### config.mk
export PLATFORM = sky130hd
export DESIGN_NAME = code_table_decoder
export DESIGN_NICKNAME = d
export VERILOG_FILES = /design/src/smd_pkg.sv /design/src/bit_buffer.sv /design/src/code_table_decoder.sv
export SDC_FILE = /design/constraint.sdc
export NUM_CORES = 1
export LEC_CHECK = 0
export ABC_AREA = 1
export BUFFER_PORTS_ARGS = -buffer_cell sky130_fd_sc_hd__buf_4
export CORE_ASPECT_RATIO = 0.8
export CORE_MARGIN = 4
export CORE_UTILIZATION = 40
export DETAILED_ROUTE_END_ITERATION = 10
export SLEW_MARGIN = 30
export SYNTH_ARGS = -nofsm -noshare
export SYNTH_HDL_FRONTEND = slang
export SYNTH_SLANG_ARGS = --single-unit
### constraint.sdc
create_clock -name clk -period 7.6 [get_ports clk]
set_input_delay 1.14 -clock clk [delete_from_list [all_inputs] [get_ports clk]]
set_output_delay 1.14 -clock clk [all_outputs]
set_load 0.02 [all_outputs]
### src/smd_pkg.sv
package smd_pkg;

    localparam int DATA_W = 64;
    localparam int ADDR_W = 48;
    localparam int IDX_W = 32;
    localparam int NUM_REGS = 5;
    localparam int CW_W = 4;
    // table index field, codes up to 8 bits
    localparam int TBL_ADDR_W = 8;
    // bit buffer capacity and its count width
    localparam int BUF_W = 128;
    localparam int CNT_W = 8;

    typedef enum logic [3:0] {
        OP_NOP = 4'd0,
        OP_RST = 4'd1,
        OP_LD = 4'd2,
        OP_LD_CODES = 4'd3,
        OP_STEADY = 4'd4
    } opcode_e;

    // command word, opcode in the low bits
    typedef struct packed {
        logic [ADDR_W-1:0] value;
        logic [3:0] reg_idx;
        logic broadcast;
        logic [6:0] pe;
        opcode_e opcode;
    } op_t;

    typedef enum logic [1:0] {
        IDLE,
        LOAD_CODES,
        STEADY_CODE,
        STEADY_ARG
    } state_e;

    typedef enum logic [1:0] {
        SYM_NEWLINE = 2'd0,
        SYM_CONSTANT = 2'd1,
        SYM_RANGE = 2'd2
    } sym_kind_e;

    typedef struct packed {
        logic [4:0] delta;
        sym_kind_e kind;
    } symbol_t;

    typedef struct packed {
        symbol_t symbol;
        logic [CW_W-1:0] code_width;
    } table_entry_t;

    typedef struct packed {
        logic [DATA_W-$bits(table_entry_t)-1:0] pad;
        table_entry_t entry;
    } entry_word_t;

    // raw stream bits, or a code table entry while loading codes
    typedef union packed {
        logic [DATA_W-1:0] raw;
        entry_word_t ent;
    } mem_word_u;

    typedef struct packed {
        logic [TBL_ADDR_W-1:0] addr;
        table_entry_t entry;
    } table_wr_t;

    // tag 0 is the code stream, tag 1 the argument stream
    typedef struct packed {
        logic [ADDR_W-1:0] addr;
        logic tag;
    } mem_req_t;

    typedef struct packed {
        logic tag;
        mem_word_u data;
    } mem_rsp_t;

    typedef struct packed {
        logic [IDX_W-1:0] row;
        logic [IDX_W-1:0] col;
    } index_t;

endpackage

### src/bit_buffer.sv
`timescale 1ns/10ps

module bit_buffer
    import smd_pkg::*;
#(
    parameter int WINDOW_W = 32
) (
    input  logic clk,
    input  logic rst,
    input  logic [DATA_W-1:0] word,
    input  logic word_valid,
    input  logic [CNT_W-1:0] consume_n,
    input  logic consume,
    output logic word_ready,
    output logic [WINDOW_W-1:0] window,
    output logic [CNT_W-1:0] bit_count
);

    logic [BUF_W-1:0] bits_q;
    logic [BUF_W-1:0] next_bits;
    logic [CNT_W-1:0] count;
    logic [CNT_W-1:0] kept;
    logic load;

    // room for a whole word on top of what is held
    assign word_ready = count <= CNT_W'(BUF_W - DATA_W);
    assign load = word_valid && word_ready;
    assign window = bits_q[WINDOW_W-1:0];
    assign bit_count = count;

    always_comb begin
        next_bits = bits_q;
        kept = count;
        if (consume) begin
            next_bits = bits_q >> consume_n;
            kept = count - consume_n;
        end
        // new word goes just above the remaining bits, upper bits stay zero
        if (load)
            next_bits = next_bits | ({{(BUF_W-DATA_W){1'b0}}, word} << kept);
    end

    always_ff @(posedge clk) begin
        if (rst) begin
            bits_q <= '0;
            count <= '0;
        end else begin
            bits_q <= next_bits;
            count <= load ? kept + CNT_W'(DATA_W) : kept;
        end
    end

endmodule

### src/code_table_decoder.sv
`timescale 1ns/10ps

module code_table_decoder
    import smd_pkg::*;
#(
    parameter int MAX_CODE_LEN = 6
) (
    input  logic clk,
    input  logic rst,
    input  logic [DATA_W-1:0] code_word,
    input  logic code_valid,
    input  table_wr_t table_wr,
    input  logic table_wr_en,
    input  logic sym_pop,
    output logic code_ready,
    output logic sym_valid,
    output symbol_t symbol
);

    table_entry_t code_table [2**MAX_CODE_LEN];
    table_entry_t entry;
    logic [MAX_CODE_LEN-1:0] window;
    logic [CNT_W-1:0] bit_count;

    // a short code fills every slot that shares its prefix
    always_ff @(posedge clk) begin
        if (table_wr_en)
            code_table[table_wr.addr[MAX_CODE_LEN-1:0]] <= table_wr.entry;
    end

    assign entry = code_table[window];
    assign symbol = entry.symbol;
    // zero width marks an unused slot
    assign sym_valid = entry.code_width != '0 && bit_count >= CNT_W'(entry.code_width);

    bit_buffer #(.WINDOW_W(MAX_CODE_LEN)) u_code_bits (
        .clk(clk),
        .rst(rst),
        .word(code_word),
        .word_valid(code_valid),
        .consume_n(CNT_W'(entry.code_width)),
        .consume(sym_pop),
        .word_ready(code_ready),
        .window(window),
        .bit_count(bit_count)
    );

endmodule

Word level (Yosys, flattened, before mapping)
Memories as Yosys holds them, arrays and structs flattened. A register that Yosys moved wholly into a read port is not among the register bits.
Index checks and enable logic that the tools add are counted.
{ "classes": {"addsub": 2, "magnitude_cmp": 2, "shift": 2, "n_mux": 7, "bitwise_logic": 1, "n_reduce_logical": 3} }
{ "op_table": {"columns": ["op", "count"], "rows": [
  ["128-bit two-way mux", 2],
  ["128-bit OR", 1],
  ["64-bit by 8-bit left shift with 128-bit output", 1],
  ["128-bit by 4-bit >> shifter with 128-bit output", 1],
  ["8-bit two-way mux", 2],
  ["8-bit by 7-bit adder with 8-bit output (second input constant)", 1],
  ["8-bit by 4-bit >= comparator with 1-bit output", 1],
  ["8-bit by 7-bit <= comparator with 1-bit output (second input constant)", 1],
  ["8-bit by 4-bit subtractor with 8-bit output", 1],
  ["6-bit two-way mux", 1],
  ["4-bit nonzero test", 1],
  ["1-bit logical AND", 2],
  ["1-bit two-way mux", 2]
]} }
{ "word_totals": {"regBits": 136, "mem_bits_rw": 704, "in_bits": 88, "out_inout_bits": 9, "elab_cells": 20, "memories": 1} }
{ "memory_table": {"columns": ["name", "depth", "word_bits", "rd", "rd_clocked_by_memory_dff", "write_ports", "line", "source"], "rows": [
  ["code_table", 64, 11, 1, 1, 1, "code_table_decoder.sv:20", "table_entry_t code_table [2**MAX_CODE_LEN];"]
]} }

Depth between registers and ports, before layout
{ "logic_depth": {"word_depth": 6, "depth_mapped": 35, "ltp_nobuf": 29} }

Hierarchy
A second synthesis with hierarchy kept.
{ "unflattened": {"hier_cells": 6372, "hier_area_um2": 49610.1} }
{ "by_module_without_submodules": {"columns": ["module", "instances", "cells_per_inst", "area_each_um2", "seq_area_each_um2"], "rows": [
  ["code_table_decoder", 1, 2279, 28484.8, 21140.3],
  ["bit_buffer", 1, 4093, 21125.3, 2722.6]
]} }

Worst setup path before layout
No wires, ideal clock.
{ "synth_timing": {"kind": "register to output", "from": "reg, netlist name u_code_bits.bits_q[0]", "to": "out sym_valid", "arrival_time_ns": 2.892, "path_slack_ns": 3.568, "stages_incl_launch_ff": 21, "cell_sequence": "dfxtp_1 inv_2 buf_4 buf_4 nand2_1 nand3_1 nand3_1 nand2_1 nand2_1 nand3_1 nand3_2 nand2_1 buf_4 buf_2 ha_1 fa_1 nor2_1 o21ai_0 nand2_1 nor2_1 a31oi_1"} }
{ "synth_lines": {"columns": ["element", "line", "source"], "rows": [
  ["to (decl)", "code_table_decoder.sv:16", "output logic sym_valid,"]
]} }

==> results.py <==
metrics = {
    "critical_path": {
        "crit_path_start_kind": "flip-flop",
        "crit_family": "simple AND/OR/NAND/NOR gates",
        "path_max_fanout": 132,
        "setup.worst_path.end_class": "output port",
        "path_cells": "inv_8, buf_4, nand2_1, nand3_1, nand3_1, nand2_1, nand2_1, nand3_1, nand3_4, nand2_4, ha_1, fa_1, nor2_1, o21ai_0, nand2_1, nor2_1, a31oi_1, buf_4",
        "cp.arrival_ns": 5.13,
        "cp.required_ns": 6.46,
        "crit_type": "reg -> out",
        "max_stage_delay_ns": 0.64,
        "crit_top_cell": "nand2_1",
        "slowest_stage": "dfxtp_4",
        "critPathBufInv": 3,
    },
    "finish": {
        "fin_area_um2": 50800,
        "final_net_count": 5699,
        "areaGrowthSynthToFinish_pct": 10.3,
        "regArea_um2": 23900,
        "drive_gt1_share_pct": 7.19,
        "insertedDiodeCount": 0,
        "n_fill_cell": 11300,
        "post-route-util_pct": 44.4,
        "multi_input_area_um2": 19100,
    },
    "sta": {
        "min_period_ns": 6.27,
        "clock.fmax_ghz": 0.159,
        "setup_ws_ns": 1.33,
        "max_slew.worst_pin.slew_ns": 1.09,
        "rsz0062_at_grt": "false",
        "fin_crit_sh_pct": 82.5,
        "finalSetupTns_ns": 0,
        "finalSetupViolCount": 0,
        "hold_viol": 0,
        "skew_ns": 0.0636,
        "report.final.slew_viol_count": 0,
        "whs_ns": 0.500,
        "maxSlewHeadroom_pct": 26.9,
    },
    "cts": {
        "cts_setup_buffers": 0,
        "cts_tree": "yes",
        "cts_resized": 0,
        "clock_path_buffers": 3,
        "cts.sinks": 840,
        "hold_buffers": 0,
        "clock_latency_ns": 0.68,
        "root_buffer": "clkbuf_16",
        "clkSlewWorstSetupHoldPaths_ns": 0.07,
        "cts_made_buffers": 89,
        "htreeDepth": 3,
    },
    "global_route": {
        "grt_max_degree": 133,
        "grt-ovfl-total": 0,
        "grtUsageTotal_pct": 26.1,
        "antenna_found_initial": 5,
        "grt_pass1_wl_um": 243000,
        "grt_pass1_vias": 37200,
    },
    "floorplan": {
        "die_w_um": 387,
        "dieArea_um2": 121000,
        "num_rows": 111,
        "die_h_um": 312,
        "io_pins": 97,
        "core_area_um2": 114000,
        "initial_utilization_pct": 40.3,
    },
    "synth": {
        "synth_area_um2": 46100,
        "synth.area.top_cells": "edfxtp_1, nand3_1, nand2_1",
        "synthFlopType": "edfxtp_1",
        "synthCells": 5741,
        "yosysWarnings": 0,
        "synth_top_area_share_pct": 45.9,
        "synth_common_cells": "nand3_1, nand2_1, edfxtp_1",
        "async_reset_ff_share_pct": 0,
        "avgSynthCellArea_um2": 8.03,
        "synth_cell_types": 41,
        "yosysTopAreaCell": "edfxtp_1",
        "ys_seq_elements": 840,
        "synth_nets": 5835,
        "yosys.cell_count.top_type": "nand3_1",
        "ys_seq_area_share_pct": 51.8,
        "synth_edf_count": 704,
    },
    "job": {
        "max-cap-violations": 0,
    },
    "power_and_ir_drop": {
        "p_leak_nw": 20.2,
        "switching_power_mw": 13.0,
        "peakVddDrop_mv": 0.421,
        "power_switching_share_pct": 52.9,
        "seq_power_share_pct": 22.0,
        "combPwrFrac_pct": 60.7,
        "clkPwrFrac_pct": 17.3,
        "p_int_mw": 11.6,
        "p_per_area_nw_per_um2": 483,
    },
    "hold_path": {
        "min_path_type": "reg -> reg",
    },
    "placed_design": {
        "gp_congestion": 1.02,
        "place_hpwl_um": 108000,
        "place_ws_ns": 1.59,
        "io_buffers": 94,
        "place_area_um2": 47900,
    },
    "outcome": {
        "outcome": "finished clean",
    },
    "detailed_routing": {
        "drtIter0Drc": 6015,
        "drcViolationCount": 0,
        "routed_via_density": 5.85,
        "firstDrtPassIters": 7,
        "routed_wl_um": 164000,
        "postRouteAntennaNets": 0,
        "wl_per_cell_um": 22.8,
        "vias": 42100,
    },
}
power groups by stage:
stage / Sequential [mW] / Combinational [mW] / Clock [mW]
global placement: 5.49 / 14.3 / 0
global route: 5.42 / 16.1 / 4.51
detailed placement: 5.49 / 14.3 / 0
finish: 5.40 / 14.9 / 4.25
floorplan: 5.41 / 9.88 / 0
CTS: 5.40 / 14.3 / 4.31
through the flow:
| stage | instances | power [mW] |
|---|---|---|
| floorplan | 5741 | 15.3 |
| global placement | 7035 | 19.7 |
| detailed placement | 7035 | 19.8 |
| CTS | 7198 | 24.0 |
| global route | 7202 | 26.1 |
| finish | 7202 | 24.6 |
placed cells by master (no fill, tap or decap), types with 4 or more instances in the layout:
| cell type | netlist | routed |
|---|---|---|
| o221ai_1 | 19 | 19 |
| a31oi_1 | 8 | 8 |
| nor2_2 | 5 | 44 |
| clkbuf_16 | 0 | 89 |
| clkinv_16 | 0 | 4 |
| nand3_1 | 1629 | 1629 |
| o22ai_1 | 123 | 123 |
| o211ai_1 | 21 | 21 |
| nor4_2 | 0 | 8 |
| nor3_1 | 6 | 6 |
| inv_6 | 0 | 4 |
| inv_2 | 11 | 6 |
| inv_1 | 355 | 354 |
| clkinv_1 | 4 | 21 |
| nor2_1 | 484 | 442 |
| bufinv_16 | 0 | 5 |
| o21ai_1 | 11 | 10 |
| nand2_1 | 1257 | 1253 |
| clkbuf_1 | 195 | 23 |
| nand4_1 | 28 | 28 |
| o21ai_0 | 365 | 365 |
| edfxtp_1 | 704 | 704 |
| buf_4 | 41 | 179 |
| a21oi_1 | 103 | 103 |
| buf_12 | 0 | 11 |
| ha_1 | 5 | 5 |
| clkinv_2 | 0 | 19 |
| dfxtp_1 | 136 | 132 |
| or2_2 | 4 | 4 |
| a22oi_1 | 5 | 5 |
| o32ai_1 | 7 | 7 |
sequential cells by signal (all words and copies together), names as in the netlist:
register and count:
u_code_bits.bits_q 128, u_code_bits.bit_count 8, code_table 704
worst min-delay path: stages (launching register included):
cell     delay [ns]
dfxtp_1        0.31
nand2_1        0.06
a31oi_1        0.07
cell families after synthesis:
family                   Yosys count  synth area share (%)
flip-flops                       840                  51.8
XOR/XNOR                           3                0.0570
AND/OR/NAND/NOR                 3431                  32.7
AO/OA/AOI/OAI                    668                  8.01
adder cells (fa/ha/maj)            6                 0.179
buffers and inverters            793                  7.23
per-layer routing:
layer	wire length, um	track usage, %	share of wire, %	vias to the layer above
li1	-	-	-	19600
met1	76000	41.4	46	19900
met2	65700	35.7	40	2349
met3	18900	5.77	12	221
met4	3550	5.54	2.2	4
met5	24	0	0.015	-
worst paths after layout:
check / slack (ns) / end / cells past startpoint / startpoint
min: 0.50 / u_code_bits.bits_q[127] / 2 / u_code_bits.bits_q[127]
max reg2reg: 1.43 / u_code_bits.bits_q[54] / 28 / u_code_bits.bits_q[0]
min reg2reg: 0.50 / u_code_bits.bits_q[127] / 2 / u_code_bits.bits_q[127]
max: 1.33 / sym_valid / 18 / u_code_bits.bits_q[0]
final cells by class:
type / count / share of cell area, %
clock buffers: 114 / 4.61
well taps: 1525 / 3.75
inverters: 371 / 2.78
flip-flops and latches: 840 / 47.0
multi-input cells: 4108 / 37.7
clock inverters: 49 / 0.953
repair buffers: 195 / 3.26
Power figures use the tool's default switching activity.
