--- config.mk ---
export PLATFORM = sky130hd
export DESIGN_NAME = response_router
export DESIGN_NICKNAME = d
export VERILOG_FILES = /design/src/smd_pkg.sv /design/src/word_fifo.sv /design/src/response_router.sv
export SDC_FILE = /design/constraint.sdc
export NUM_CORES = 2
export LEC_CHECK = 0
export ABC_AREA = 1
export CAP_MARGIN = 40
export CORE_MARGIN = 1.5
export CORE_UTILIZATION = 28
export DETAILED_ROUTE_END_ITERATION = 10
export DONT_BUFFER_PORTS = 1
export GPL_ROUTABILITY_DRIVEN = 0
export PLACE_DENSITY = 0.47
export SYNTH_ARGS = -nofsm -noshare
export SYNTH_HDL_FRONTEND = slang
export SYNTH_HIERARCHICAL = 1
export SYNTH_SLANG_ARGS = --single-unit
--- constraint.sdc ---
create_clock -name clk -period 4.3 [get_ports clk]
set_clock_uncertainty 0.05 [all_clocks]
set_input_delay 0.43 -clock clk [delete_from_list [all_inputs] [get_ports clk]]
set_output_delay 0.43 -clock clk [all_outputs]
set_load 0.01 [all_outputs]
--- src/smd_pkg.sv ---
package smd_pkg;

    localparam int DATA_W = 64;
    localparam int ADDR_W = 48;
    localparam int IDX_W = 32;
    localparam int NUM_REGS = 5;
    localparam int CW_W = 4;
    // table index field, codes up to 8 bits
    localparam int TBL_ADDR_W = 8;
    // bit buffer capacity and its count width
    localparam int BUF_W = 128;
    localparam int CNT_W = 8;

    typedef enum logic [3:0] {
        OP_NOP = 4'd0,
        OP_RST = 4'd1,
        OP_LD = 4'd2,
        OP_LD_CODES = 4'd3,
        OP_STEADY = 4'd4
    } opcode_e;

    // command word, opcode in the low bits
    typedef struct packed {
        logic [ADDR_W-1:0] value;
        logic [3:0] reg_idx;
        logic broadcast;
        logic [6:0] pe;
        opcode_e opcode;
    } op_t;

    typedef enum logic [1:0] {
        IDLE,
        LOAD_CODES,
        STEADY_CODE,
        STEADY_ARG
    } state_e;

    typedef enum logic [1:0] {
        SYM_NEWLINE = 2'd0,
        SYM_CONSTANT = 2'd1,
        SYM_RANGE = 2'd2
    } sym_kind_e;

    typedef struct packed {
        logic [4:0] delta;
        sym_kind_e kind;
    } symbol_t;

    typedef struct packed {
        symbol_t symbol;
        logic [CW_W-1:0] code_width;
    } table_entry_t;

    typedef struct packed {
        logic [DATA_W-$bits(table_entry_t)-1:0] pad;
        table_entry_t entry;
    } entry_word_t;

    // raw stream bits, or a code table entry while loading codes
    typedef union packed {
        logic [DATA_W-1:0] raw;
        entry_word_t ent;
    } mem_word_u;

    typedef struct packed {
        logic [TBL_ADDR_W-1:0] addr;
        table_entry_t entry;
    } table_wr_t;

    // tag 0 is the code stream, tag 1 the argument stream
    typedef struct packed {
        logic [ADDR_W-1:0] addr;
        logic tag;
    } mem_req_t;

    typedef struct packed {
        logic tag;
        mem_word_u data;
    } mem_rsp_t;

    typedef struct packed {
        logic [IDX_W-1:0] row;
        logic [IDX_W-1:0] col;
    } index_t;

endpackage

--- src/word_fifo.sv ---
`timescale 1ns/10ps

module word_fifo
    import smd_pkg::*;
#(
    parameter int DEPTH = 32,
    parameter int AFULL_SLACK = 8
) (
    input  logic clk,
    input  logic rst,
    input  logic push,
    input  logic [DATA_W-1:0] din,
    input  logic pop,
    output logic [DATA_W-1:0] dout,
    output logic empty,
    output logic almost_full
);

    localparam int AW = $clog2(DEPTH);

    logic [DATA_W-1:0] mem [DEPTH];
    logic [AW-1:0] wr_ptr;
    logic [AW-1:0] rd_ptr;
    logic [AW:0] count;

    // head word is visible without a pop
    assign dout = mem[rd_ptr];
    assign empty = count == '0;
    assign almost_full = count >= (AW+1)'(DEPTH - AFULL_SLACK);

    always_ff @(posedge clk) begin
        if (push)
            mem[wr_ptr] <= din;
        if (rst) begin
            wr_ptr <= '0;
            rd_ptr <= '0;
            count <= '0;
        end else begin
            if (push)
                wr_ptr <= wr_ptr + 1'b1;
            if (pop)
                rd_ptr <= rd_ptr + 1'b1;
            count <= count + (AW+1)'(push) - (AW+1)'(pop);
        end
    end

endmodule

--- src/response_router.sv ---
`timescale 1ns/10ps

module response_router
    import smd_pkg::*;
#(
    parameter int FIFO_DEPTH = 32
) (
    input  logic clk,
    input  logic rst,
    input  logic steady,
    input  logic rsp_mem_push,
    input  mem_rsp_t rsp_mem,
    input  logic code_ready,
    input  logic arg_ready,
    output logic [DATA_W-1:0] code_word,
    output logic code_valid,
    output logic [DATA_W-1:0] arg_word,
    output logic arg_valid,
    output logic [1:0] fifo_afull,
    output logic rsp_mem_stall
);

    // room kept above the threshold for responses still in flight
    localparam int RSP_SLACK = 8;

    logic [1:0] push;
    logic [1:0] pop;
    logic [1:0] empty;

    assign code_valid = !empty[0];
    assign arg_valid = !empty[1];
    assign pop = {arg_valid && arg_ready, code_valid && code_ready};

    for (genvar t = 0; t < 2; t++) begin : g_tag
        assign push[t] = rsp_mem_push && steady && rsp_mem.tag == 1'(t);
    end

    word_fifo #(.DEPTH(FIFO_DEPTH), .AFULL_SLACK(RSP_SLACK)) u_code_fifo (
        .clk(clk), .rst(rst), .push(push[0]), .din(rsp_mem.data.raw), .pop(pop[0]),
        .dout(code_word), .empty(empty[0]), .almost_full(fifo_afull[0])
    );

    word_fifo #(.DEPTH(FIFO_DEPTH), .AFULL_SLACK(RSP_SLACK)) u_arg_fifo (
        .clk(clk), .rst(rst), .push(push[1]), .din(rsp_mem.data.raw), .pop(pop[1]),
        .dout(arg_word), .empty(empty[1]), .almost_full(fifo_afull[1])
    );

    always_ff @(posedge clk) begin
        if (rst)
            rsp_mem_stall <= 1'b0;
        else
            rsp_mem_stall <= |fifo_afull;
    end

endmodule

### Word level (Yosys, flattened, before mapping)

Memory sizes are Yosys's and may differ from the RTL's. A register that Yosys moved wholly into a read port is not among the register bits.
Index checks and enable logic that the tools add are counted.

| storage, ports and cells | value |
|---|---|
| bits in registers | 33 |
| latch bits | 0 |
| memory bits (writable) | 4096 |
| memory bits (read-only) | 0 |
| bits of input ports | 71 |
| memories | 2 |

Memory list:

| name | depth | bits a word | read ports | clocked after memory_dff | write ports | line | source |
|---|---|---|---|---|---|---|---|
| u_arg_fifo.mem | 32 | 64 | 1 | 1 | 1 | word_fifo.sv:21 | `logic [DATA_W-1:0] mem [DEPTH];` |
| u_code_fifo.mem | 32 | 64 | 1 | 1 | 1 | word_fifo.sv:21 |  |

| cells by class | value |
|---|---|
| add/sub/neg operators | 8 |
| multiply operators | 0 |
| divide/modulo/power cells | 0 |
| order comparisons | 2 |
| eq/ne operators | 0 |
| shift-type cells | 0 |
| multiplexer cells | 8 |
| bitwise gates (word level) | 1 |
| reductions and logical operators | 10 |

Operators by type and width:

| operator | number |
|---|---|
| $add A5 B1 Y5 const B | 4 |
| $mux W5 | 4 |
| $add A6 B1 Y6 | 2 |
| $ge A6 B5 Y1 const B | 2 |
| $logic_not A6 Y1 | 2 |
| $sub A6 B1 Y6 | 2 |
| $logic_and A1 B1 Y1 | 5 |
| $mux W1 | 4 |
| $logic_not A1 Y1 | 2 |
| $reduce_or A2 Y1 | 1 |
| $not A1 Y1 | 1 |

### Logic depth before layout (Yosys ltp)

| logic depth | value |
|---|---|
| depth after elaboration | 5 |
| mapped depth | 15 |
| depth with buffers taken out | 15 |

### By module

Netlist, hierarchy kept.

Modules (own cells, without submodules):

| module | instances | cells an instance | area each (sq um) | seq. area each (sq um) |
|---|---|---|---|---|
| word_fifo at u_code_fifo | 1 | 6756 | 82599.2 | 61919.4 |
| word_fifo at u_arg_fifo | 1 | 6764 | 82593.0 | 61919.4 |
| response_router | 1 | 13 | 65.1 | 20.0 |

### Least setup slack after synthesis

OpenSTA, ideal clock, no wires.

| path | value |
|---|---|
| path kind | in2reg |
| from | input rsp_mem_push |
| to | memory u_code_fifo.mem[31][0] (enable) |
| library setup time | 488 ps |
| arrival time | 3857 ps |
| data required time | 3762 ps |
| slack | -95 ps |
| stages on the path | 6 |
| buffers on the path | 0 |
| cell sequence | nand2_1 nor2_1 nand2_1 inv_1 nand2_1 nor2_1 |

| on the way | value |
|---|---|
| word-level cells in the longest chain between the ends | 4 |

Ends and longest elaborated chain:

| item | line | source |
|---|---|---|
| start, declared | response_router.sv:11 | `input logic rsp_mem_push,` |
| $logic_and A1 B1 Y1 (2 in a row) | response_router.sv:35 | `assign push[t] = rsp_mem_push && steady && rsp_mem.tag == 1'(t);` |
| via push[0] | response_router.sv:26 | `logic [1:0] push;` |
| $mux W1 | word_fifo.sv:32 | `if (push)` |
| $mux W1 (implied by the code) | word_fifo.sv:33 | `mem[wr_ptr] <= din;` |
| end, declared | word_fifo.sv:21 |  |

The timed path passes the listed nets, and every way through them passes these cells.

==> flow_metrics.py <==
metrics = {
    "hold_path": {
        "hold_path_depth": 3,
        "hold_end": "u_code_fifo/count[1]$_SDFF_PP0_",
        "hold_path.class": "in -> reg",
        "min_from": "rst",
    },
    "die": {
        "pin_count": 204,
        "die_y_um": 771,
        "die_w_um": 771,
        "die_area_um2": 595000,
        "initial_core_util": 0.282,
        "core_um2": 587000,
        "rows": 281,
    },
    "logic_synthesis": {
        "ys_seq_area_frac": 0.749,
        "synth.area.top_cells": "edfxtp_1 74%, nand3_1 11%, nand2_1 10%, buf_2 1.6%, dfxtp_1 0.52%",
        "yosysUniqueCellTypes": 24,
        "syn_inst": 13533,
        "synth_nets": 13636,
        "ys_ff_latch": 4139,
        "async_flop_share": 0,
        "synth_warnings": 6,
        "synth_edf_count": 4096,
        "syn-cell-area_um2": 165000,
        "syn_area_per_cell_um2": 12.2,
        "synth_top_area_share": 0.744,
        "ys.flop_type": "edfxtp_1",
        "yosysTopAreaCell": "edfxtp_1",
    },
    "timing": {
        "maxSlewHeadroom": 0.279,
        "hold_viol_final": 0,
        "setup_violations": 0,
        "final.period_utilization": 0.972,
        "fmax_mhz": 239,
        "grt_setup_unrepaired": "true",
        "period_needed_ns": 4.18,
        "worst_slew_pin_slew_ns": 1.08,
        "slew_viol_final": 0,
    },
    "global_route": {
        "grt_pass1_wl_um": 778000,
        "grtUsageTotal": 0.179,
        "grt_overflow": 0,
        "grt_antenna_before_repair": 23,
        "grt_max_degree": 175,
        "first_global_vias": 103447,
    },
    "detailed_routing": {
        "drt_iter0_markers": 10681,
        "drtPass1Iterations": 6,
        "drc": 0,
        "wirelength_um": 551000,
        "viasPerCell": 4.92,
        "antenna_left": 0,
        "vias": 106876,
        "wl_per_cell_um": 25.4,
    },
    "final_layout": {
        "finish.net_count": 13691,
        "fin_util": 0.327,
        "syn_to_final_growth_pct": 16.2,
        "drive_gt1_frac": 0.0762,
        "final_cell_area_um2": 192000,
    },
    "clock_tree": {
        "path_clk_slew_ns": 0.06,
        "cts-htree-levels": 5,
        "cts_made_buffers": 432,
        "tritoncts": "done",
        "insertion_delay_ns": 1.02,
        "clockRootBuffer": "clkbuf_16",
        "cts_buffer_depth": 4,
        "clock-sinks": 4139,
    },
    "setup_path": {
        "r2r_slack_ns": 1.18,
        "critPathMaxFanout": 41,
        "crit_required_ns": 3.82,
        "r2r-start": "u_code_fifo/count[3]$_SDFF_PP0_",
        "worst_ep_arrival_time_ns": 3.70,
        "critPathMaxStageDelay_ns": 0.72,
        "crit_chain": "buf_12 -> buf_12 -> nand3_1 -> nand3_1 -> nand3_1 -> nand3_1 -> nand2_1 -> buf_4",
        "worstSetupPathType": "reg -> out",
        "slowest_stage": "dfxtp_4",
        "cp-start-kind": "flip-flop",
        "r2r_cells": 13,
        "end_kind": "output port",
        "cp_common_cell": "nand3_1",
        "timing.rr.end": "u_code_fifo/count[4]$_SDFF_PP0_",
    },
    "power": {
        "power_w": 0.0989,
        "leakagePower_nw": 65.7,
        "p_per_area_nw_per_um2": 515,
        "ir_drop_uv": 370,
    },
    "placed_design": {
        "portBuffers": 0,
        "hpwl_um": 277000,
        "dpl_cell_area_um2": 176000,
    },
    "job": {
        "drv_cap": 0,
    },
    "status": {
        "outcome": "finished, final reports clean",
    },
}
[cells in the mapped netlist (4+ instances only)]
library cell and instances:
a21oi_1 24, a31oi_1 4, buf_1 91, buf_2 536, buf_4 67, buf_6 21
clkbuf_1 163, dfxtp_1 43, edfxtp_1 4096, ha_1 30, inv_1 60, inv_2 4
nand2_1 4553, nand3_1 3708, nand4_1 6, nor2_1 91, nor3_1 10, o21ai_0 15
[per-layer routing]
metal / global-route usage / wire (um) / share of wire / up-vias
met4: 0.0384 / 11500 / 0.021 / 8
met3: 0.0223 / 29800 / 0.054 / 581
li1: - / - / - / 48333
met1: 0.251 / 246000 / 0.45 / 54823
met5: 0 / 57 / 0.00010 / -
met2: 0.299 / 263000 / 0.48 / 3131
[registers in the layout (all words and copies together) (netlist names), named ones only]
| signal | cells |
|---|---|
| u_arg_fifo/count | 6 |
| u_code_fifo/count | 6 |
| rsp_mem_stall | 1 |
| u_arg_fifo/wr_ptr | 5 |
| u_code_fifo/rd_ptr | 5 |
| u_code_fifo/mem | 2048 |
| u_arg_fifo/mem | 2048 |
| u_code_fifo/wr_ptr | 5 |
| u_arg_fifo/rd_ptr | 5 |
[placed cells by master (no fill, tap or decap), types with 5 or more instances in the layout]
master / count
inv_1: 56
nor2_1: 27
inv_16: 5
clkinv_1: 112
bufinv_16: 23
ha_1: 30
clkbuf_1: 116
buf_12: 168
edfxtp_1: 4096
nor2_4: 64
buf_4: 184
a21oi_1: 24
dfxtp_1: 33
nor3_1: 10
clkbuf_16: 441
o21ai_0: 15
nand3_1: 3708
clkinv_2: 56
inv_6: 13
dlygate4sd3_1: 72
buf_16: 70
nand4_1: 6
dfxtp_4: 10
nand2_1: 4553
inv_8: 5
diode_2: 10
clkinv_8: 5
[report_power, final]
| group | internal (W) | leakage [nW] | switching, W |
|---|---|---|---|
| Clock | 0.0201 | 6.46 | 0.0159 |
| Combinational | 0.00519 | 22.1 | 0.0131 |
| Sequential | 0.0445 | 37.2 | 0.000228 |
| Total | 0.0698 | 65.7 | 0.0291 |
[repair_timing]
| action | 4_1_cts | 5_1_grt |
|---|---|---|
| gates cloned | 0 | 1 |
| endpoints found under the setup margin | 3 | 8 |
| buffers inserted | 1 | 0 |
| endpoints found under the hold margin | 4139 | 0 |
| hold buffers | 137 | 0 |
| resized for setup | 3 | 3 |
[cell type report]
| type | instances | area, um^2 |
|---|---|---|
| Antenna cell | 10 | 25.0 |
| Clock buffer | 558 | 11500 |
| Clock inverter | 220 | 1800 |
| Fill cell | 57947 | 395000 |
| Inverter | 66 | 335 |
| Multi-Input combinational cell | 8450 | 37300 |
| Sequential cell | 4139 | 124000 |
| Tap cell | 7782 | 9740 |
| Timing Repair Buffer | 499 | 7470 |
[metrics by stage]
stage | setup slack, ns | instances | setup TNS, ns | hold slack, ns
after CTS | 0.00414 | 21713 | 0 | 0.201
after global routing | -0.0247 | 21717 | -0.0247 | 0.279
after global placement | 1.08 | 20792 | 0 | 0.452
final | 0.119 | 21724 | 0 | 0.294
after floorplan | 0.0664 | 13533 | 0 | 0.417
after detailed placement | 1.08 | 20797 | 0 | 0.451
[kinds of logic (layout without fill, tap and decap cells)]
logic type,Yosys count,count (layout),share of synthesized area
and+or+nand+nor,8368,8368,0.218
DFF,4139,4139,0.749
buffers and inverters,944,1343,0.0280
AOI/OAI and AO/OA,46,46,0.00147
adders and majority gates,32,32,0.00251
xor gates and xnor gates,4,4,0.000212
other,0,10,0
[worst max path at each step]
stage	startpoint	end	slack, ns	depth (start not counted)
2_1_floorplan	rsp_mem_push	u_code_fifo/mem[16][0]$_DFFE_PP_	0.07	4
3_3_place_gp	flip-flop	arg_word[31]	1.08	8
3_5_place_dp	flip-flop	code_word[56]	1.08	9
4_1_cts	flip-flop	code_word[56]	0.004	8
5_1_grt	flip-flop	code_word[41]	-0.02	9
6_report	flip-flop	code_word[2]	0.12	8
[critical path: cells and delay by family, from the launching register on]
kind	cells	cell delay, ns
buffers and inverters	3	0.99
DFF	1	0.72
and+or+nand+nor	5	0.86
No activity file was read; power rests on OpenSTA's default activity.
