File: src/smd_pkg.sv
package smd_pkg;

    localparam int DATA_W = 64;
    localparam int ADDR_W = 48;
    localparam int IDX_W = 32;
    localparam int NUM_REGS = 5;
    localparam int CW_W = 4;
    // table index field, codes up to 8 bits
    localparam int TBL_ADDR_W = 8;
    // bit buffer capacity and its count width
    localparam int BUF_W = 128;
    localparam int CNT_W = 8;

    typedef enum logic [3:0] {
        OP_NOP = 4'd0,
        OP_RST = 4'd1,
        OP_LD = 4'd2,
        OP_LD_CODES = 4'd3,
        OP_STEADY = 4'd4
    } opcode_e;

    // command word, opcode in the low bits
    typedef struct packed {
        logic [ADDR_W-1:0] value;
        logic [3:0] reg_idx;
        logic broadcast;
        logic [6:0] pe;
        opcode_e opcode;
    } op_t;

    typedef enum logic [1:0] {
        IDLE,
        LOAD_CODES,
        STEADY_CODE,
        STEADY_ARG
    } state_e;

    typedef enum logic [1:0] {
        SYM_NEWLINE = 2'd0,
        SYM_CONSTANT = 2'd1,
        SYM_RANGE = 2'd2
    } sym_kind_e;

    typedef struct packed {
        logic [4:0] delta;
        sym_kind_e kind;
    } symbol_t;

    typedef struct packed {
        symbol_t symbol;
        logic [CW_W-1:0] code_width;
    } table_entry_t;

    typedef struct packed {
        logic [DATA_W-$bits(table_entry_t)-1:0] pad;
        table_entry_t entry;
    } entry_word_t;

    // raw stream bits, or a code table entry while loading codes
    typedef union packed {
        logic [DATA_W-1:0] raw;
        entry_word_t ent;
    } mem_word_u;

    typedef struct packed {
        logic [TBL_ADDR_W-1:0] addr;
        table_entry_t entry;
    } table_wr_t;

    // tag 0 is the code stream, tag 1 the argument stream
    typedef struct packed {
        logic [ADDR_W-1:0] addr;
        logic tag;
    } mem_req_t;

    typedef struct packed {
        logic tag;
        mem_word_u data;
    } mem_rsp_t;

    typedef struct packed {
        logic [IDX_W-1:0] row;
        logic [IDX_W-1:0] col;
    } index_t;

endpackage

File: src/decoder_control.sv
`timescale 1ns/10ps

module decoder_control
    import smd_pkg::*;
#(
    parameter int ID = 0
) (
    input  logic clk,
    input  logic rst,
    input  op_t op,
    input  logic req_mem_stall,
    input  logic rsp_mem_push,
    input  mem_rsp_t rsp_mem,
    input  logic [1:0] fifo_afull,
    input  logic push_index,
    output logic busy,
    output logic req_mem_ld,
    output mem_req_t req_mem,
    output table_wr_t table_wr,
    output logic table_wr_en,
    output logic steady,
    output logic decode_rst
);

    op_t op_r;
    logic op_active;
    state_e state;
    state_e next_state;
    logic [ADDR_W-1:0] regs [NUM_REGS];
    logic [ADDR_W-1:0] next_regs [NUM_REGS];
    logic req_stall_r;
    logic next_req_ld;
    mem_req_t next_req;
    logic code_done;
    logic arg_done;
    logic in_steady;

    assign op_active = op_r.opcode != OP_NOP && (op_r.broadcast || op_r.pe == 7'(ID));
    assign code_done = regs[0] == regs[2];
    assign arg_done = regs[1] == regs[3];
    assign in_steady = state == STEADY_CODE || state == STEADY_ARG;
    // decoding stops as soon as the element count runs out
    assign steady = in_steady && regs[4] != '0;

    // table writes come straight off the response bus
    assign table_wr_en = state == LOAD_CODES && rsp_mem_push;
    assign table_wr.addr = TBL_ADDR_W'(regs[1] >> 3);
    assign table_wr.entry = rsp_mem.data.ent.entry;

    always_comb begin
        next_state = state;
        next_regs = regs;
        next_req_ld = 1'b0;
        next_req.addr = regs[0];
        next_req.tag = 1'b0;
        case (state)
            LOAD_CODES: begin
                if (!code_done && !req_stall_r) begin
                    next_req_ld = 1'b1;
                    next_regs[0] = regs[0] + ADDR_W'(8);
                end
                if (rsp_mem_push)
                    next_regs[1] = regs[1] + ADDR_W'(8);
                if (arg_done)
                    next_state = IDLE;
            end
            STEADY_CODE: begin
                if (!code_done && !req_stall_r && !fifo_afull[0]) begin
                    next_req_ld = 1'b1;
                    next_regs[0] = regs[0] + ADDR_W'(8);
                end
                if (next_req_ld || code_done || fifo_afull[0])
                    next_state = STEADY_ARG;
            end
            STEADY_ARG: begin
                next_req.addr = regs[1];
                next_req.tag = 1'b1;
                if (!arg_done && !req_stall_r && !fifo_afull[1]) begin
                    next_req_ld = 1'b1;
                    next_regs[1] = regs[1] + ADDR_W'(8);
                end
                if (next_req_ld || arg_done || fifo_afull[1])
                    next_state = STEADY_CODE;
            end
            default: ;
        endcase

        // element count
        if (steady && push_index)
            next_regs[4] = regs[4] - ADDR_W'(1);
        if (in_steady && regs[4] == '0)
            next_state = IDLE;

        if (op_active) begin
            case (op_r.opcode)
                OP_RST: next_state = IDLE;
                OP_LD_CODES: next_state = LOAD_CODES;
                OP_STEADY: next_state = STEADY_CODE;
                OP_LD: begin
                    for (int i = 0; i < NUM_REGS; i++)
                        if (op_r.reg_idx == 4'(i))
                            next_regs[i] = op_r.value;
                end
                default: ;
            endcase
        end
    end

    always_ff @(posedge clk) begin
        req_stall_r <= req_mem_stall;
        req_mem <= next_req;
        regs <= next_regs;
        if (rst) begin
            op_r <= '0;
            state <= IDLE;
            busy <= 1'b0;
            req_mem_ld <= 1'b0;
            decode_rst <= 1'b0;
        end else begin
            op_r <= op;
            state <= next_state;
            // busy trails the state by a cycle
            busy <= state != IDLE;
            req_mem_ld <= next_req_ld;
            decode_rst <= op_active && op_r.opcode == OP_RST;
        end
    end

endmodule

File: config.mk
export PLATFORM = sky130hd
export DESIGN_NAME = decoder_control
export DESIGN_NICKNAME = d
export VERILOG_FILES = /design/src/smd_pkg.sv /design/src/decoder_control.sv
export SDC_FILE = /design/constraint.sdc
export NUM_CORES = 1
export LEC_CHECK = 0
export ABC_AREA = 1
export BUFFER_PORTS_ARGS = -buffer_cell sky130_fd_sc_hd__buf_2
export CAP_MARGIN = 0
export CORE_MARGIN = 5
export CORE_UTILIZATION = 33
export CTS_CLUSTER_SIZE = 12
export DETAILED_ROUTE_END_ITERATION = 12
export GPL_TIMING_DRIVEN = 0
export PLACE_DENSITY = 0.62
export SYNTH_ARGS = -nofsm -noshare
export SYNTH_HDL_FRONTEND = slang
export SYNTH_SLANG_ARGS = --single-unit
File: constraint.sdc
create_clock -name clk -period 9.2 [get_ports clk]
set_input_delay 1.84 -clock clk [delete_from_list [all_inputs] [get_ports clk]]
set_output_delay 1.84 -clock clk [all_outputs]
set_load 0.02 [all_outputs]
* Yosys cells after proc, flatten, opt, wreduce, memory -nomap -nowiden
Cells that the tools add are included.
Word-level totals: bits of input ports 136, output and inout bits 73, logic and storage cells 90, bits in registers 359
Operators by class: multiplexer cells 28, equality and inequality tests 13, reductions and logical operators 29, $add $sub $neg 3
Operator list (count):
- 240-bit 2-to-1 mux | 2
- 48-bit 2-to-1 mux | 10
- 48-bit case mux with 2 select lines | 2
- 48-bit by 4-bit adder with 48-bit output (second input constant) | 2
- 48-bit == test | 2
- 49-bit 2-to-1 mux | 1
- 48-bit zero test | 1
- 48-bit nonzero test | 1
- 48-bit by 1-bit subtractor with 48-bit output (second input constant) | 1
- 4-bit by 2-bit == test with 1-bit output (second input constant) | 4
- 2-bit case mux with 3 select lines | 2
- 1-bit logical AND | 10
- 2-bit 2-to-1 mux | 5
- 4-bit by 1-bit == test with 1-bit output (second input constant) | 2
- 4-bit by 3-bit == test with 1-bit output (second input constant) | 2
- 7-bit zero test | 1
- 1-bit logical OR | 6
- 3-bit AND reduction | 2
- 1-bit zero test | 5
- 1-bit 2-to-1 mux | 5
- 2-bit == test (second input constant) | 2
- 4-bit zero test | 1
- 4-bit nonzero test | 1
- 1-bit case mux with 3 select lines | 1
- other kinds (2) | 2

* Longest topological paths before layout
Gate-level depths: netlist (run 1).
word-level depth 13, mapped depth 18, gate-level depth less buffers 18

* Worst setup path after synthesis (run 1)
No wires, ideal clock.
path kind reg2reg, start register op_r[5] (netlist name), end register regs[48] (netlist name) (enable), clock period less this slack 5935 ps, library setup time 573 ps, stages on the path, launching flop included 5, buffers on the path 0, data arrival time 5363 ps, setup slack 3265 ps, data required time 8627 ps, cell sequence dfxtp_1 nor4_1 a21o_1 nand2_1 nor4_1
Between the ends: word-level cells in the longest chain between the ends 4
Ends and longest elaborated chain:
- start: declaration | RTL line decoder_control.sv:25 | op_t op_r;
- start signal: assignment | RTL line decoder_control.sv:120 | op_r <= op;
- 7-bit zero test | RTL line decoder_control.sv:38 | assign op_active = op_r.opcode != OP_NOP && (op_r.broadcast || op_r.pe == 7'(ID));
- 1-bit logical OR | RTL line decoder_control.sv:38
- 1-bit logical AND | RTL line decoder_control.sv:38
- 3-bit AND reduction (no source line)
- end signal: assignment | RTL line decoder_control.sv:112 | regs <= next_regs;
- end: declaration | RTL line decoder_control.sv:29 | logic [ADDR_W-1:0] regs [NUM_REGS];
Every way passes these cells. A chain may end at the register's enable or synchronous reset.

* Worst setup path in the final report (run 1)
start input port rsp_mem_push, end output port table_wr_en
Between the ends: word-level cells in the longest chain between the ends 1
Ends and longest elaborated chain:
- start: declaration | RTL line decoder_control.sv:12 | input logic rsp_mem_push,
- 1-bit logical AND | RTL line decoder_control.sv:46 | assign table_wr_en = state == LOAD_CODES && rsp_mem_push;
- end: declaration | RTL line decoder_control.sv:20 | output logic table_wr_en,
Every way passes these cells.

==> impl_summary.log, run 1 <==
INFO  metric fillCellCount = 6225
INFO  metric use_met1 = ~30%
INFO  metric firstDrtPassIters = 7
INFO  metric final_common_cell = sky130_fd_sc_hd__nand2_1
INFO  metric post_detailed_placement_half_perimeter_wirelength = 59500 um
INFO  metric p_leak = roughly 9.9 nW
INFO  metric grt_max_degree = 14
INFO  metric synthesis.yosys.warnings = 0
INFO  metric globalRoute.totalOverflow = 0
INFO  metric tightest_slew = between 1 and 1.5 ns
INFO  metric layout.cells.most_common_list = 633 x sky130_fd_sc_hd__nand2_1, 368 x sky130_fd_sc_hd__inv_1, 318 x sky130_fd_sc_hd__nor2_1, 257 x sky130_fd_sc_hd__dfxtp_1, 255 x sky130_fd_sc_hd__nand3_1
INFO  metric finalSetupViolCount = 0
INFO  metric post_route_cells_drive_above_1_share = between 10% and 20%
INFO  metric die-area = 64800 um^2
INFO  metric placed_cells = 3711
INFO  metric syn_area = roughly 20000 um^2
INFO  metric outcome = finished clean
INFO  metric max_cap_violations = 0
INFO  metric hp-class = flop to flop
INFO  metric switchingPower = around 2.7 mW
INFO  metric tmin_final = approximately 4.5 ns
INFO  metric cp-end-kind = primary output
INFO  metric grt_pass1_wl = between 100000 and 150000 um
INFO  metric synth_top_family_by_area = simple AND/OR/NAND/NOR gates
INFO  metric nets = roughly 3100
INFO  metric floorplan.die.height = approximately 250 um
INFO  metric die_x = roughly 250 um
INFO  metric p_per_area = ~280 nW/um^2
INFO  metric sw_frac_of_total = approximately 42%
INFO  metric clockRootBuffer = sky130_fd_sc_hd__clkbuf_16
INFO  metric sequentialPowerShare = 36.1%
INFO  metric fin_tns_setup = 0 ns
INFO  metric finish.cell_count_without_fillers = about 3800
INFO  metric tritoncts.num_buffers = 43
INFO  metric share_clk_of_total_power = around a quarter
INFO  metric synth_compound_gate_area_share = a little under a tenth
INFO  metric number_of_cell_instances_on_the_worst_register_to_register_path = 9
INFO  metric areaGrowthSynthToFinish = 16.0%
INFO  metric synth-edff-count = roughly 100
INFO  metric clk_pin_slew_worst_paths = approximately 0.060 ns
INFO  metric gpl.final_weighted_congestion = ~0.99
INFO  metric slew_headroom = 21.6%
INFO  metric dr.first_iter.drc_count = 2066
INFO  metric final_cell_area = 22900 um^2
INFO  metric timing.critical_path.required = 7.36 ns
INFO  metric clkLatencyLatePin = ~0.6 ns
INFO  metric antenna_violations_before_repair = 1
INFO  metric yosys_register_bits = 359
INFO  metric holdBufCountCts = 0
INFO  metric p_comb_share = 38.2%
INFO  metric grt_use_met2 = 36.9%
INFO  metric grt_pass1_vias = between 15000 and 20000
INFO  metric peakVddDrop = between 100 and 150 uV
INFO  metric crit_path_max_fanout = 5
INFO  metric fp-row-count = 89
INFO  metric cp.arrival = ~2.7 ns
INFO  metric finalHoldWorstSlack = approximately 0.50 ns
INFO  metric cts-resized-gates = 0
INFO  metric cts_tree = built
INFO  metric antennaDiodeCount = 0
INFO  metric worst_clock_skew = 0.0323 ns
INFO  metric timing_worst_setup_path_type = primary input to primary output
INFO  metric fmax = roughly 220 MHz
INFO  metric yosys.area_share.adder = less than 1%
INFO  metric gr-usage-all-layers = a little under a quarter
INFO  metric drt_wl_total = between 70000 and 80000 um
INFO  metric clockBufferDepth = 3
INFO  metric seq_area_frac_synth = about two fifths
INFO  metric finalMaxSlewViolations = 0
INFO  metric yosys.area_share.simple = between 20% and 30%
INFO  metric muxShareOfSynthArea = 0%
INFO  metric timing.critical_path.from_type = primary input
INFO  metric grt_use_met3 = between 3 and 4%
INFO  metric placed_inst_area = 21500 um^2
INFO  metric xor_and_xnor_area_share_after_synthesis = just over 7%
INFO  metric layout_worst_path_cycle_share = 49.3%
INFO  metric syn_avg_cell_area = around 7.1 um^2
INFO  metric postSynthCellCount = 2787
INFO  metric ios = ~210
INFO  metric grt.busiest_layer = met2
INFO  metric synth-async-reset-ratio = 0%
INFO  metric htree_levels = 2
INFO  metric multi_input_comb_area = a little over 9000 um^2
INFO  metric initial_utilization = roughly 33%
INFO  metric grt_setup_unrepaired = false
INFO  metric buffer_ports.inserted = about 140
INFO  metric drc_errors = 0
INFO  metric yosys.cell_types.count = 46
INFO  metric holdPathStages = 1
INFO  metric core_area = just under 60000 um^2
INFO  metric synthFlopType = sky130_fd_sc_hd__dfxtp_1
INFO  metric layout.area.seq = approximately 8200 um^2
INFO  metric intPower = between 3 and 4 mW
INFO  metric viasPerCell = 5.06
INFO  metric synth_nets = around 3000
INFO  metric via_count = between 15000 and 20000
INFO  metric hold_violations = 0
INFO  metric cts.sinks = roughly 360
INFO  metric route.detailed.wl_per_inst = 20.1 um
INFO  metric post_cts.repair.setup_buffers = 0
INFO  metric power.total = approximately 6.5 mW
INFO  metric antenna_left = 0
==> metrics by stage <==
stage	utilization, %	setup slack (ns)
5_1_grt	38.7	4.66
3_3_place_gp	36.2	0.163
4_1_cts	38.7	4.74
2_1_floorplan	-	3.26
6_report	38.7	4.67
3_5_place_dp	36.4	4.74
==> metal layers <==
layer,share of wire [%],vias up
met1,42,8837
met5,0,-
li1,-,9313
met2,46,853
met3,7.6,177
met4,4.5,0
==> flip-flops by register name (all words and copies together) (netlist names) <==
register,flops
busy,1
decode_rst,1
op_r,64
regs,232
req_mem,49
req_mem_ld,1
req_stall_r,1
state,2
table_wr,8
==> power by group through the flow <==
stage	registers, mW	clock network, mW	logic [mW]
final	2.35	1.66	2.48
after global routing	2.39	1.77	2.71
after CTS	2.34	1.70	2.43
after detailed placement	2.37	0	2.42
after global placement	2.37	0	2.41
after floorplan	2.36	0	1.57
==> path summary, 6_finish.rpt <==
path	from	end	slack [ns]
max	rsp_mem_push	table_wr_en	4.67
min	op_r[1]	decode_rst	0.50
max reg2reg	op_r[5]	regs[88]	6.05
min reg2reg	op_r[1]	decode_rst	0.50
==> cell usage after synthesis (all sizes together) (10+ instances only) <==
cell    instances  area [um^2]
a21oi          48          244
buf            73          440
clkbuf         85          327
dfxtp         257         5140
edfxtp        102         3060
inv           381         1430
nand2         638         2410
nand3         259         1320
nand4          51          332
nor2          330         1290
nor3           75          390
nor4           10         62.6
o211ai         53          398
o21ai         218         1090
xnor2          75          657
xor2           86          753
==> layout make-up <==
type                       instances  share of cell area (%)
clock buffer                      62                    5.50
timing repair buffer             151                    3.48
clock inverter                    18                   0.541
multi-input combinational       1887                    40.7
buffer                           158                    3.35
inverter                         383                    6.28
sequential                       359                    35.9
tap                              773                    4.23
==> critical path, cell delays in order <==
cell and delay [ns]:
sky130_fd_sc_hd__clkbuf_1 0.21, sky130_fd_sc_hd__nand2_1 0.14, sky130_fd_sc_hd__inv_1 0.27, sky130_fd_sc_hd__buf_2 0.22
==> kinds of logic (layout without fill, tap and decap cells) <==
family          Yosys count  count (layout)
buf+inv                 541             772
simple gates           1377            1377
xor+xnor                161             161
compound gates          340             340
fa+ha+maj                 9               9
flops                   359             359
Power figures use the tool's default switching activity.
==> inputs of run 2 (changes only) <==
Clock period 9.2 ns to 4.45 ns, I/O delays scaled along.
==> run 2 against run 1 <==
Compared with the run above:
- via count rose by 0.14%
- flip-flop and latch count did not move
- core utilization barely moved
- die area did not move
- clock skew fell by 0.0039 ns
- largest cell class unchanged
==> impl_summary.log, run 2 (synthesized netlist as in run 1, its figures left out) <==
INFO  metric outcome = finished clean
INFO  metric fin_tns_setup = 0 ns (unchanged)
INFO  metric globalRoute.totalOverflow = 0 (unchanged)
INFO  metric hold_violations = 0 (unchanged)
INFO  metric cp.arrival = 2.53 ns (-0.16 ns)
INFO  metric post_cts.repair.setup_buffers = 0 (unchanged)
INFO  metric finalSetupViolCount = 0 (unchanged)
INFO  metric post_detailed_placement_half_perimeter_wirelength = 59300 um (-0.30%)
INFO  metric areaGrowthSynthToFinish = 16.0% (about the same)
INFO  metric grt_setup_unrepaired = false
INFO  metric gpl.final_weighted_congestion = 1.01 (+2.2%)
INFO  metric antenna_left = 0 (unchanged)
INFO  metric reg2reg_from = regs[155]
INFO  metric final_common_cell = sky130_fd_sc_hd__nand2_1
INFO  metric viasPerCell = 5.08 (+0.33%)
INFO  metric fp-row-count = 89 (unchanged)
INFO  metric crit_path_cell_trace = inv_1, ha_1, nand2_2, inv_2, nand2_1, inv_2, nand2_1, nor2_1, nand3_1, nand2_2, inv_1, buf_2
INFO  metric firstDrtPassIters = 6 (-1)
INFO  metric slew_headroom = 30.7% (+9.1 points)
INFO  metric fmax = roughly 290 MHz
INFO  metric startpoint = regs[0]
INFO  metric layout.cells.most_common_list = 633 x sky130_fd_sc_hd__nand2_1, 368 x sky130_fd_sc_hd__inv_1, 318 x sky130_fd_sc_hd__nor2_1, 257 x sky130_fd_sc_hd__dfxtp_1, 255 x sky130_fd_sc_hd__nand3_1
INFO  metric grt_pass1_wl = 111000 um (+0.59%)
INFO  metric cell_count_along_the_critical_path = 12 (+8)
INFO  metric layout_worst_path_cycle_share = between 70% and 80%
INFO  metric initial_utilization = 33.4% (unchanged)
INFO  metric worstPathBufferInverterCount = 5 (+2)
INFO  metric grt.busiest_layer = met2
INFO  metric path_delay_family = simple AND/OR/NAND/NOR gates
INFO  metric drt_wl_total = 75800 um (-0.37%)
INFO  metric reg2reg_to = regs[170]
INFO  metric hp-class = primary input to flop
INFO  metric tmin_final = roughly 3.4 ns
INFO  metric timing.critical_path.required = 3.56 ns (-3.80 ns)
INFO  metric finish.cell_count_without_fillers = 3784 (-0.18%)
INFO  metric largest_register_ff_count = 232 (unchanged)
INFO  metric holdBufCountCts = 0 (unchanged)
INFO  metric reg_with_most_ffs = regs
INFO  metric fin_util = 38.7% (about the same)
INFO  metric worst_path_largest_cell_delay = 0.38 ns (+0.11 ns)
INFO  metric clkLatencyLatePin = 0.58 ns (about the same)
INFO  metric die-area = 64800 um^2 (unchanged)
INFO  metric grt_pass1_vias = 18077 (+1.4%)
INFO  metric grt_use_met3 = 2.76% (-0.39 points)
INFO  metric htree_levels = 2 (unchanged)
INFO  metric cts-resized-gates = 0 (unchanged)
INFO  metric buffer_ports.inserted = 141 (unchanged)
INFO  metric antennaDiodeCount = 0 (unchanged)
INFO  metric crit_end = steady
INFO  metric crit_path_max_fanout = 6 (+1)
INFO  metric clockBufferDepth = 3 (unchanged)
INFO  metric placed_cells = 3706 (-0.13%)
INFO  metric clk_pin_slew_worst_paths = 0.06 ns (about the same)
INFO  metric core_area = 59100 um^2 (unchanged)
INFO  metric ios = 209 (unchanged)
INFO  metric p_leak = 9.93 nW (-0.23%)
INFO  metric floorplan.die.height = 254 um (unchanged)
INFO  metric finalHoldWorstSlack = 0.413 ns (-0.0834 ns)
INFO  metric number_of_cell_instances_on_the_worst_register_to_register_path = 15 (+6)
INFO  metric finalMaxSlewViolations = 0 (unchanged)
INFO  metric timing_worst_setup_path_type = flop to primary output
INFO  metric cts.sinks = 359 (unchanged)
INFO  metric dr.first_iter.drc_count = 1873 (-9.3%)
INFO  metric antenna_violations_before_repair = 1 (unchanged)
INFO  metric worst_clock_skew = 0.0283 ns (-0.00395 ns)
INFO  metric peakVddDrop = 245 uV (+78%)
INFO  metric clockRootBuffer = sky130_fd_sc_hd__clkbuf_16
INFO  metric grt_max_degree = 22 (+8)
INFO  metric die_x = 254 um (unchanged)
INFO  metric drc_errors = 0 (unchanged)
INFO  metric route.detailed.wl_per_inst = 20.0 um (-0.19%)
INFO  metric post_route_cells_drive_above_1_share = 10.7% (-0.31 points)
INFO  metric use_met1 = 30.4% (+0.11 points)
INFO  metric tightest_slew = 1.04 ns (-0.136 ns)
INFO  metric timing.critical_path.from_type = flop
INFO  metric p_per_area = 590 nW/um^2 (+110%)
INFO  metric max_cap_violations = 0 (unchanged)
INFO  metric tritoncts.num_buffers = 42 (-2.3%)
INFO  metric grt_use_met2 = 37.3% (+0.46 points)
INFO  metric cp-end-kind = primary output
INFO  metric worst-r2r-setup-slack = 1.32 ns (-4.73 ns)
INFO  metric nets = 3122 (-0.19%)
INFO  metric gr-usage-all-layers = 22.7% (+0.061 points)
INFO  metric via_count = 19207 (+0.14%)
INFO  metric cts_tree = built
INFO  metric critical_path.slowest_cell = sky130_fd_sc_hd__dfxtp_1
INFO  metric layout_top_registers = regs (232), op_r (64), req_mem (49)
## run 2: layer usage
layer / share of wire (%) / wire length [um]
met1: 42 / 32200
met3: 7.3 / 5510
met4: 4.2 / 3160
met5: 0 / 0
met2: 46 / 35000
## run 2: area by class of cell
class                           instances  area (um^2)
Fill cell                            6297        36200
Tap cell                              773          967
Multi-Input combinational cell       1887         9340
Sequential cell                       359         8210
Inverter                              383         1440
Clock inverter                         18          170
Buffer                                158          767
Timing Repair Buffer                  146          773
Clock buffer                           60         1230
## run 2: per-stage QoR
step                worst slack [ns]  cell area, um^2  power [mW]
finish                          1.03            22900        13.5
global route                   0.841            22900        14.3
CTS                             1.06            22900        13.4
detailed placement              1.33            21500        9.92
global placement               -1.28            21400        9.89
floorplan                      0.546            19700        8.12
## run 2: power by group
part / total [mW] / switching [mW] / internal (mW)
logic: 5.15 / 3.50 / 1.65
clock network: 3.50 / 1.45 / 2.05
registers: 4.85 / 0.743 / 4.11
## run 2: worst min-delay path by stage
stage / start / end / slack [ns] / cells past startpoint
after floorplan: op_r[17] / regs[49] / 0.43 / 0
after global placement: op_r[1] / decode_rst / 0.47 / 1
after detailed placement: op_r[1] / decode_rst / 0.47 / 1
after CTS: req_mem_stall / req_stall_r / 0.39 / 1
after global routing: req_mem_stall / req_stall_r / 0.41 / 1
final: req_mem_stall / req_stall_r / 0.41 / 1
==> inputs of run 3 (changes only) <==
Settings changed: ABC_AREA 1 to 0.
Clock period 4.45 ns to 3.3 ns, I/O delays scaled along.
==> run 3 against run 2 <==
Compared with the run above:
- synthesized area is 10% lower
- die area shrank 10%
- total power up 9.9%
- sequential power rose by 25%
- register-to-register slack worse by 1.4 ns
- core utilization up 0.98 points
- sequential share of layout area grew 3.3 points
- clock skew down 0.0023 ns
- via count shrank 15%
- critical path type is now flop to flop
- hold slack lost 0.22 ns
- the run now ends with setup timing left
- synthesized cell count is 32% lower
- combinational power fell by 26%
==> impl_summary.log, run 3 <==
INFO  metric gpl.final_weighted_congestion = 1.00 (-1.1%)
INFO  metric hp-class = primary input to flop
INFO  metric p_per_area = 709 nW/um^2 (+20%)
INFO  metric post_route_cells_drive_above_1_share = 18.7% (+8.1 points)
INFO  metric globalRoute.totalOverflow = 0 (unchanged)
INFO  metric finalSetupViolCount = 1 (+1)
INFO  metric p_leak = 7.44 nW (-25%)
INFO  metric nets = 2240 (-28%)
INFO  metric synth_area_leader_cell = sky130_fd_sc_hd__dfxtp_1
INFO  metric postSynthCellCount = 1905 (-32%)
INFO  metric max_cap_violations = 0 (unchanged)
INFO  metric crit_path_max_fanout = 10 (+4)
INFO  metric seq_area_frac_synth = 46.5% (+4.9 points)
INFO  metric gr-usage-all-layers = 25.5% (+2.8 points)
INFO  metric slew_headroom = 34.7% (+4.0 points)
INFO  metric via_count = 16301 (-15%)
INFO  metric cp.arrival = 3.82 ns (+1.29 ns)
INFO  metric synth_top_area_share = 29.1% (+3.0 points)
INFO  metric clk_pin_slew_worst_paths = 0.06 ns (about the same)
INFO  metric layout_worst_path_cycle_share = 103%
INFO  metric tritoncts.num_buffers = 42 (unchanged)
INFO  metric setup_ws = -0.0975 ns (-1.13 ns)
INFO  metric drt_wl_total = 76900 um (+1.4%)
INFO  metric final_cell_area = 20900 um^2 (-8.5%)
INFO  metric timing_worst_setup_path_type = flop to flop
INFO  metric floorplan.die.height = 241 um (-5.2%)
INFO  metric cts_tree = built
INFO  metric htree_levels = 2 (unchanged)
INFO  metric yosys_register_bits = 359 (unchanged)
INFO  metric die-area = 58300 um^2 (-10%)
INFO  metric ios = 209 (unchanged)
INFO  metric viasPerCell = 5.78 (+14%)
INFO  metric p_comb_share = 25.6% (-13 points)
INFO  metric timing.critical_path.from_type = flop
INFO  metric switchingPower = 5.17 mW (-9.1%)
INFO  metric post_detailed_placement_half_perimeter_wirelength = 57100 um (-3.7%)
INFO  metric timing.critical_path.required = 3.72 ns (+0.16 ns)
INFO  metric finalMaxSlewViolations = 0 (unchanged)
INFO  metric initial_utilization = 33.5% (+0.12 points)
INFO  metric power.total = 14.8 mW (+9.9%)
INFO  metric post_synth_most_frequent_cells = 257 x sky130_fd_sc_hd__dfxtp_1, 208 x sky130_fd_sc_hd__nand2_1, 139 x sky130_fd_sc_hd__nor2_1
INFO  metric violated_checks = setup timing
INFO  metric largest_register_ff_count = 232 (unchanged)
INFO  metric synth-edff-count = 102 (unchanged)
INFO  metric fillCellCount = 5269 (-16%)
INFO  metric yosys.cell_count.top_type = sky130_fd_sc_hd__dfxtp_1
INFO  metric synth-async-reset-ratio = 0% (unchanged)
INFO  metric antenna_violations_before_repair = 5 (+4)
INFO  metric peakVddDrop = 376 uV (+54%)
INFO  metric cts.sinks = 359 (unchanged)
INFO  metric sw_frac_of_total = 34.8% (-7.3 points)
INFO  metric core_area = 52800 um^2 (-11%)
INFO  metric drc_errors = 0 (unchanged)
INFO  metric grt_pass1_wl = 109000 um (-2.4%)
INFO  metric syn_area = 17700 um^2 (-10%)
INFO  metric buffer_ports.inserted = 140 (-0.71%)
INFO  metric cp-end-kind = flop
INFO  metric syn_avg_cell_area = 9.27 um^2 (+31%)
INFO  metric sequentialPowerShare = 41.0% (+5.1 points)
INFO  metric tightest_slew = 0.980 ns (-0.0562 ns)
INFO  metric fin_util = 39.7% (+0.98 points)
INFO  metric areaGrowthSynthToFinish = 18.5%
INFO  metric worst_clock_skew = 0.0261 ns (-0.00229 ns)
INFO  metric synthFlopType = sky130_fd_sc_hd__dfxtp_1
INFO  metric post_synth_main_area_contributors = sky130_fd_sc_hd__dfxtp_1 29%, sky130_fd_sc_hd__edfxtp_1 17%, sky130_fd_sc_hd__nand2_1 4.4%
INFO  metric clockRootBuffer = sky130_fd_sc_hd__clkbuf_16
INFO  metric hold_violations = 0 (unchanged)
INFO  metric intPower = 9.67 mW (+24%)
INFO  metric antenna_left = 0 (unchanged)
INFO  metric outcome = complete, but fails checks
INFO  metric holdBufCountCts = 0 (unchanged)
INFO  metric grt_max_degree = 33 (+50%)
INFO  metric placed_inst_area = 19300 um^2 (-10%)
INFO  metric synth_nets = 2050 (-30%)
INFO  metric fp-row-count = 84 (-5.6%)
INFO  metric firstDrtPassIters = 6 (unchanged)
INFO  metric fmax = a little under 300 MHz
INFO  metric clkLatencyLatePin = 0.58 ns (about the same)
INFO  metric share_clk_of_total_power = 33.4% (+7.5 points)
INFO  metric dr.first_iter.drc_count = 2008 (+7.2%)
INFO  metric yosys.cell_types.count = 92 (+100%)
INFO  metric route.detailed.wl_per_inst = 27.3 um (+36%)
INFO  metric synthesis.yosys.warnings = 0 (unchanged)
INFO  metric final_common_cell = sky130_fd_sc_hd__dfxtp_1
INFO  metric tmin_final = 3.40 ns
INFO  metric reg_with_most_ffs = regs
INFO  metric grt_pass1_vias = 15576 (-14%)
INFO  metric layout.cells.most_common_list = 256 x sky130_fd_sc_hd__dfxtp_1, 208 x sky130_fd_sc_hd__nand2_1, 185 x sky130_fd_sc_hd__buf_2, 137 x sky130_fd_sc_hd__nor2_1, 102 x sky130_fd_sc_hd__edfxtp_1
INFO  metric layout_top_registers = regs (232), op_r (64), req_mem (49)
INFO  metric clockBufferDepth = 3 (unchanged)
INFO  metric die_x = 241 um (-5.2%)
-- run 3: cell types whose count changed after synthesis, sizes merged, moves of 19 or more --
| cell | change |
|---|---|
| nor2 | -189 |
| and3 | +24 |
| nand2 | -430 |
| and2 | +24 |
| a21oi | +30 |
| nor4 | +44 |
| inv | -349 |
| nand3 | -192 |
| mux2 | +43 |
| nor2b | +74 |
| o211ai | -38 |
| o21ai | -109 |
| or3 | +19 |
-- run 3: final timing paths --
| check | start | slack, ns | cells past startpoint | end |
|---|---|---|---|---|
| worst max-delay path | regs[188] | -0.1 | 9 | req_mem_ld |
| worst min register to register | regs[10] | 0.51 | 2 | regs[10] |
| worst max register to register | regs[188] | -0.1 | 9 | req_mem_ld |
| worst min-delay path | req_mem_stall | 0.20 | 1 | req_stall_r |
-- run 3: layer usage --
metal | vias to the layer above | part of all wire, % | wire length [um] | GRT usage, %
met4 | 0 | 5.4 | 4150 | 12.6
met1 | 7889 | 41 | 31700 | 34.8
met3 | 178 | 11 | 8120 | 5.50
met5 | - | 0 | 0 | 0
li1 | 7235 | - | - | -
met2 | 999 | 43 | 32900 | 38.3
-- run 3: worst max-delay path, stage by stage, from the launching register on --
cell and delay [ns]:
sky130_fd_sc_hd__dfxtp_1 0.30, sky130_fd_sc_hd__clkbuf_1 0.34, sky130_fd_sc_hd__xor2_1 0.50, sky130_fd_sc_hd__nor4_2 0.16
sky130_fd_sc_hd__nand4_1 0.21, sky130_fd_sc_hd__o31a_1 0.14, sky130_fd_sc_hd__buf_2 0.22, sky130_fd_sc_hd__buf_1 0.60
sky130_fd_sc_hd__nand2_1 0.27, sky130_fd_sc_hd__a211oi_1 0.50
-- run 3: metrics by stage --
| stage | hold WS [ns] | instances | setup WS [ns] | TNS [ns] |
|---|---|---|---|---|
| 6_report | 0.195 | 2820 | -0.0975 | -0.0975 |
| 5_1_grt | 0.185 | 2817 | -0.0193 | -0.0193 |
| 4_1_cts | 0.173 | 2814 | 0.0321 | 0 |
| 3_5_place_dp | 0.492 | 2735 | -0.631 | -7.03 |
| 3_3_place_gp | 0.475 | 2733 | -1.66 | -153.28 |
| 2_1_floorplan | 0.439 | 1905 | -0.322 | -30.96 |
-- run 3: kinds of logic (layout without fill, tap and decap cells) --
family                     Yosys count  after routing  synth area share [%]
adders and majority gates            9              9                 0.637
DFF                                359            359                  46.5
other                                0              3                     0
muxes                               51             51                  3.19
buffers and inverters              180            404                  4.71
AOI/OAI and AO/OA                  345            345                  12.8
and+or+nand+nor                    817            817                  25.1
xor gates and xnor gates           144            144                  7.14
-- run 3: final cells by class --
class / instances / area [um^2] / share of cell area [%]
diodes: 3 / 7.51 / 0.0359
plain buffers: 147 / 719 / 3.44
clock buffers: 63 / 1310 / 6.26
clock inverters: 15 / 178 / 0.848
inverters: 32 / 120 / 0.574
multi-input cells: 1366 / 8760 / 41.8
flip-flops and latches: 359 / 8210 / 39.2
well taps: 688 / 861 / 4.11
repair buffers: 147 / 778 / 3.72
-- run 3: timing repair --
item,in CTS,in global routing
resized for setup,16,16
endpoints found under the setup margin,54,53
pin swaps,1,1
setup buffers,2,3
-- run 3: power by group through the flow --
stage,combinational (mW),sequential [mW],clock (mW)
floorplan,2.24,5.99,0
global placement,3.62,6.12,0
detailed placement,3.65,6.13,0
CTS,3.70,6.04,5.03
global route,4.06,6.13,5.20
finish,3.80,6.08,4.96
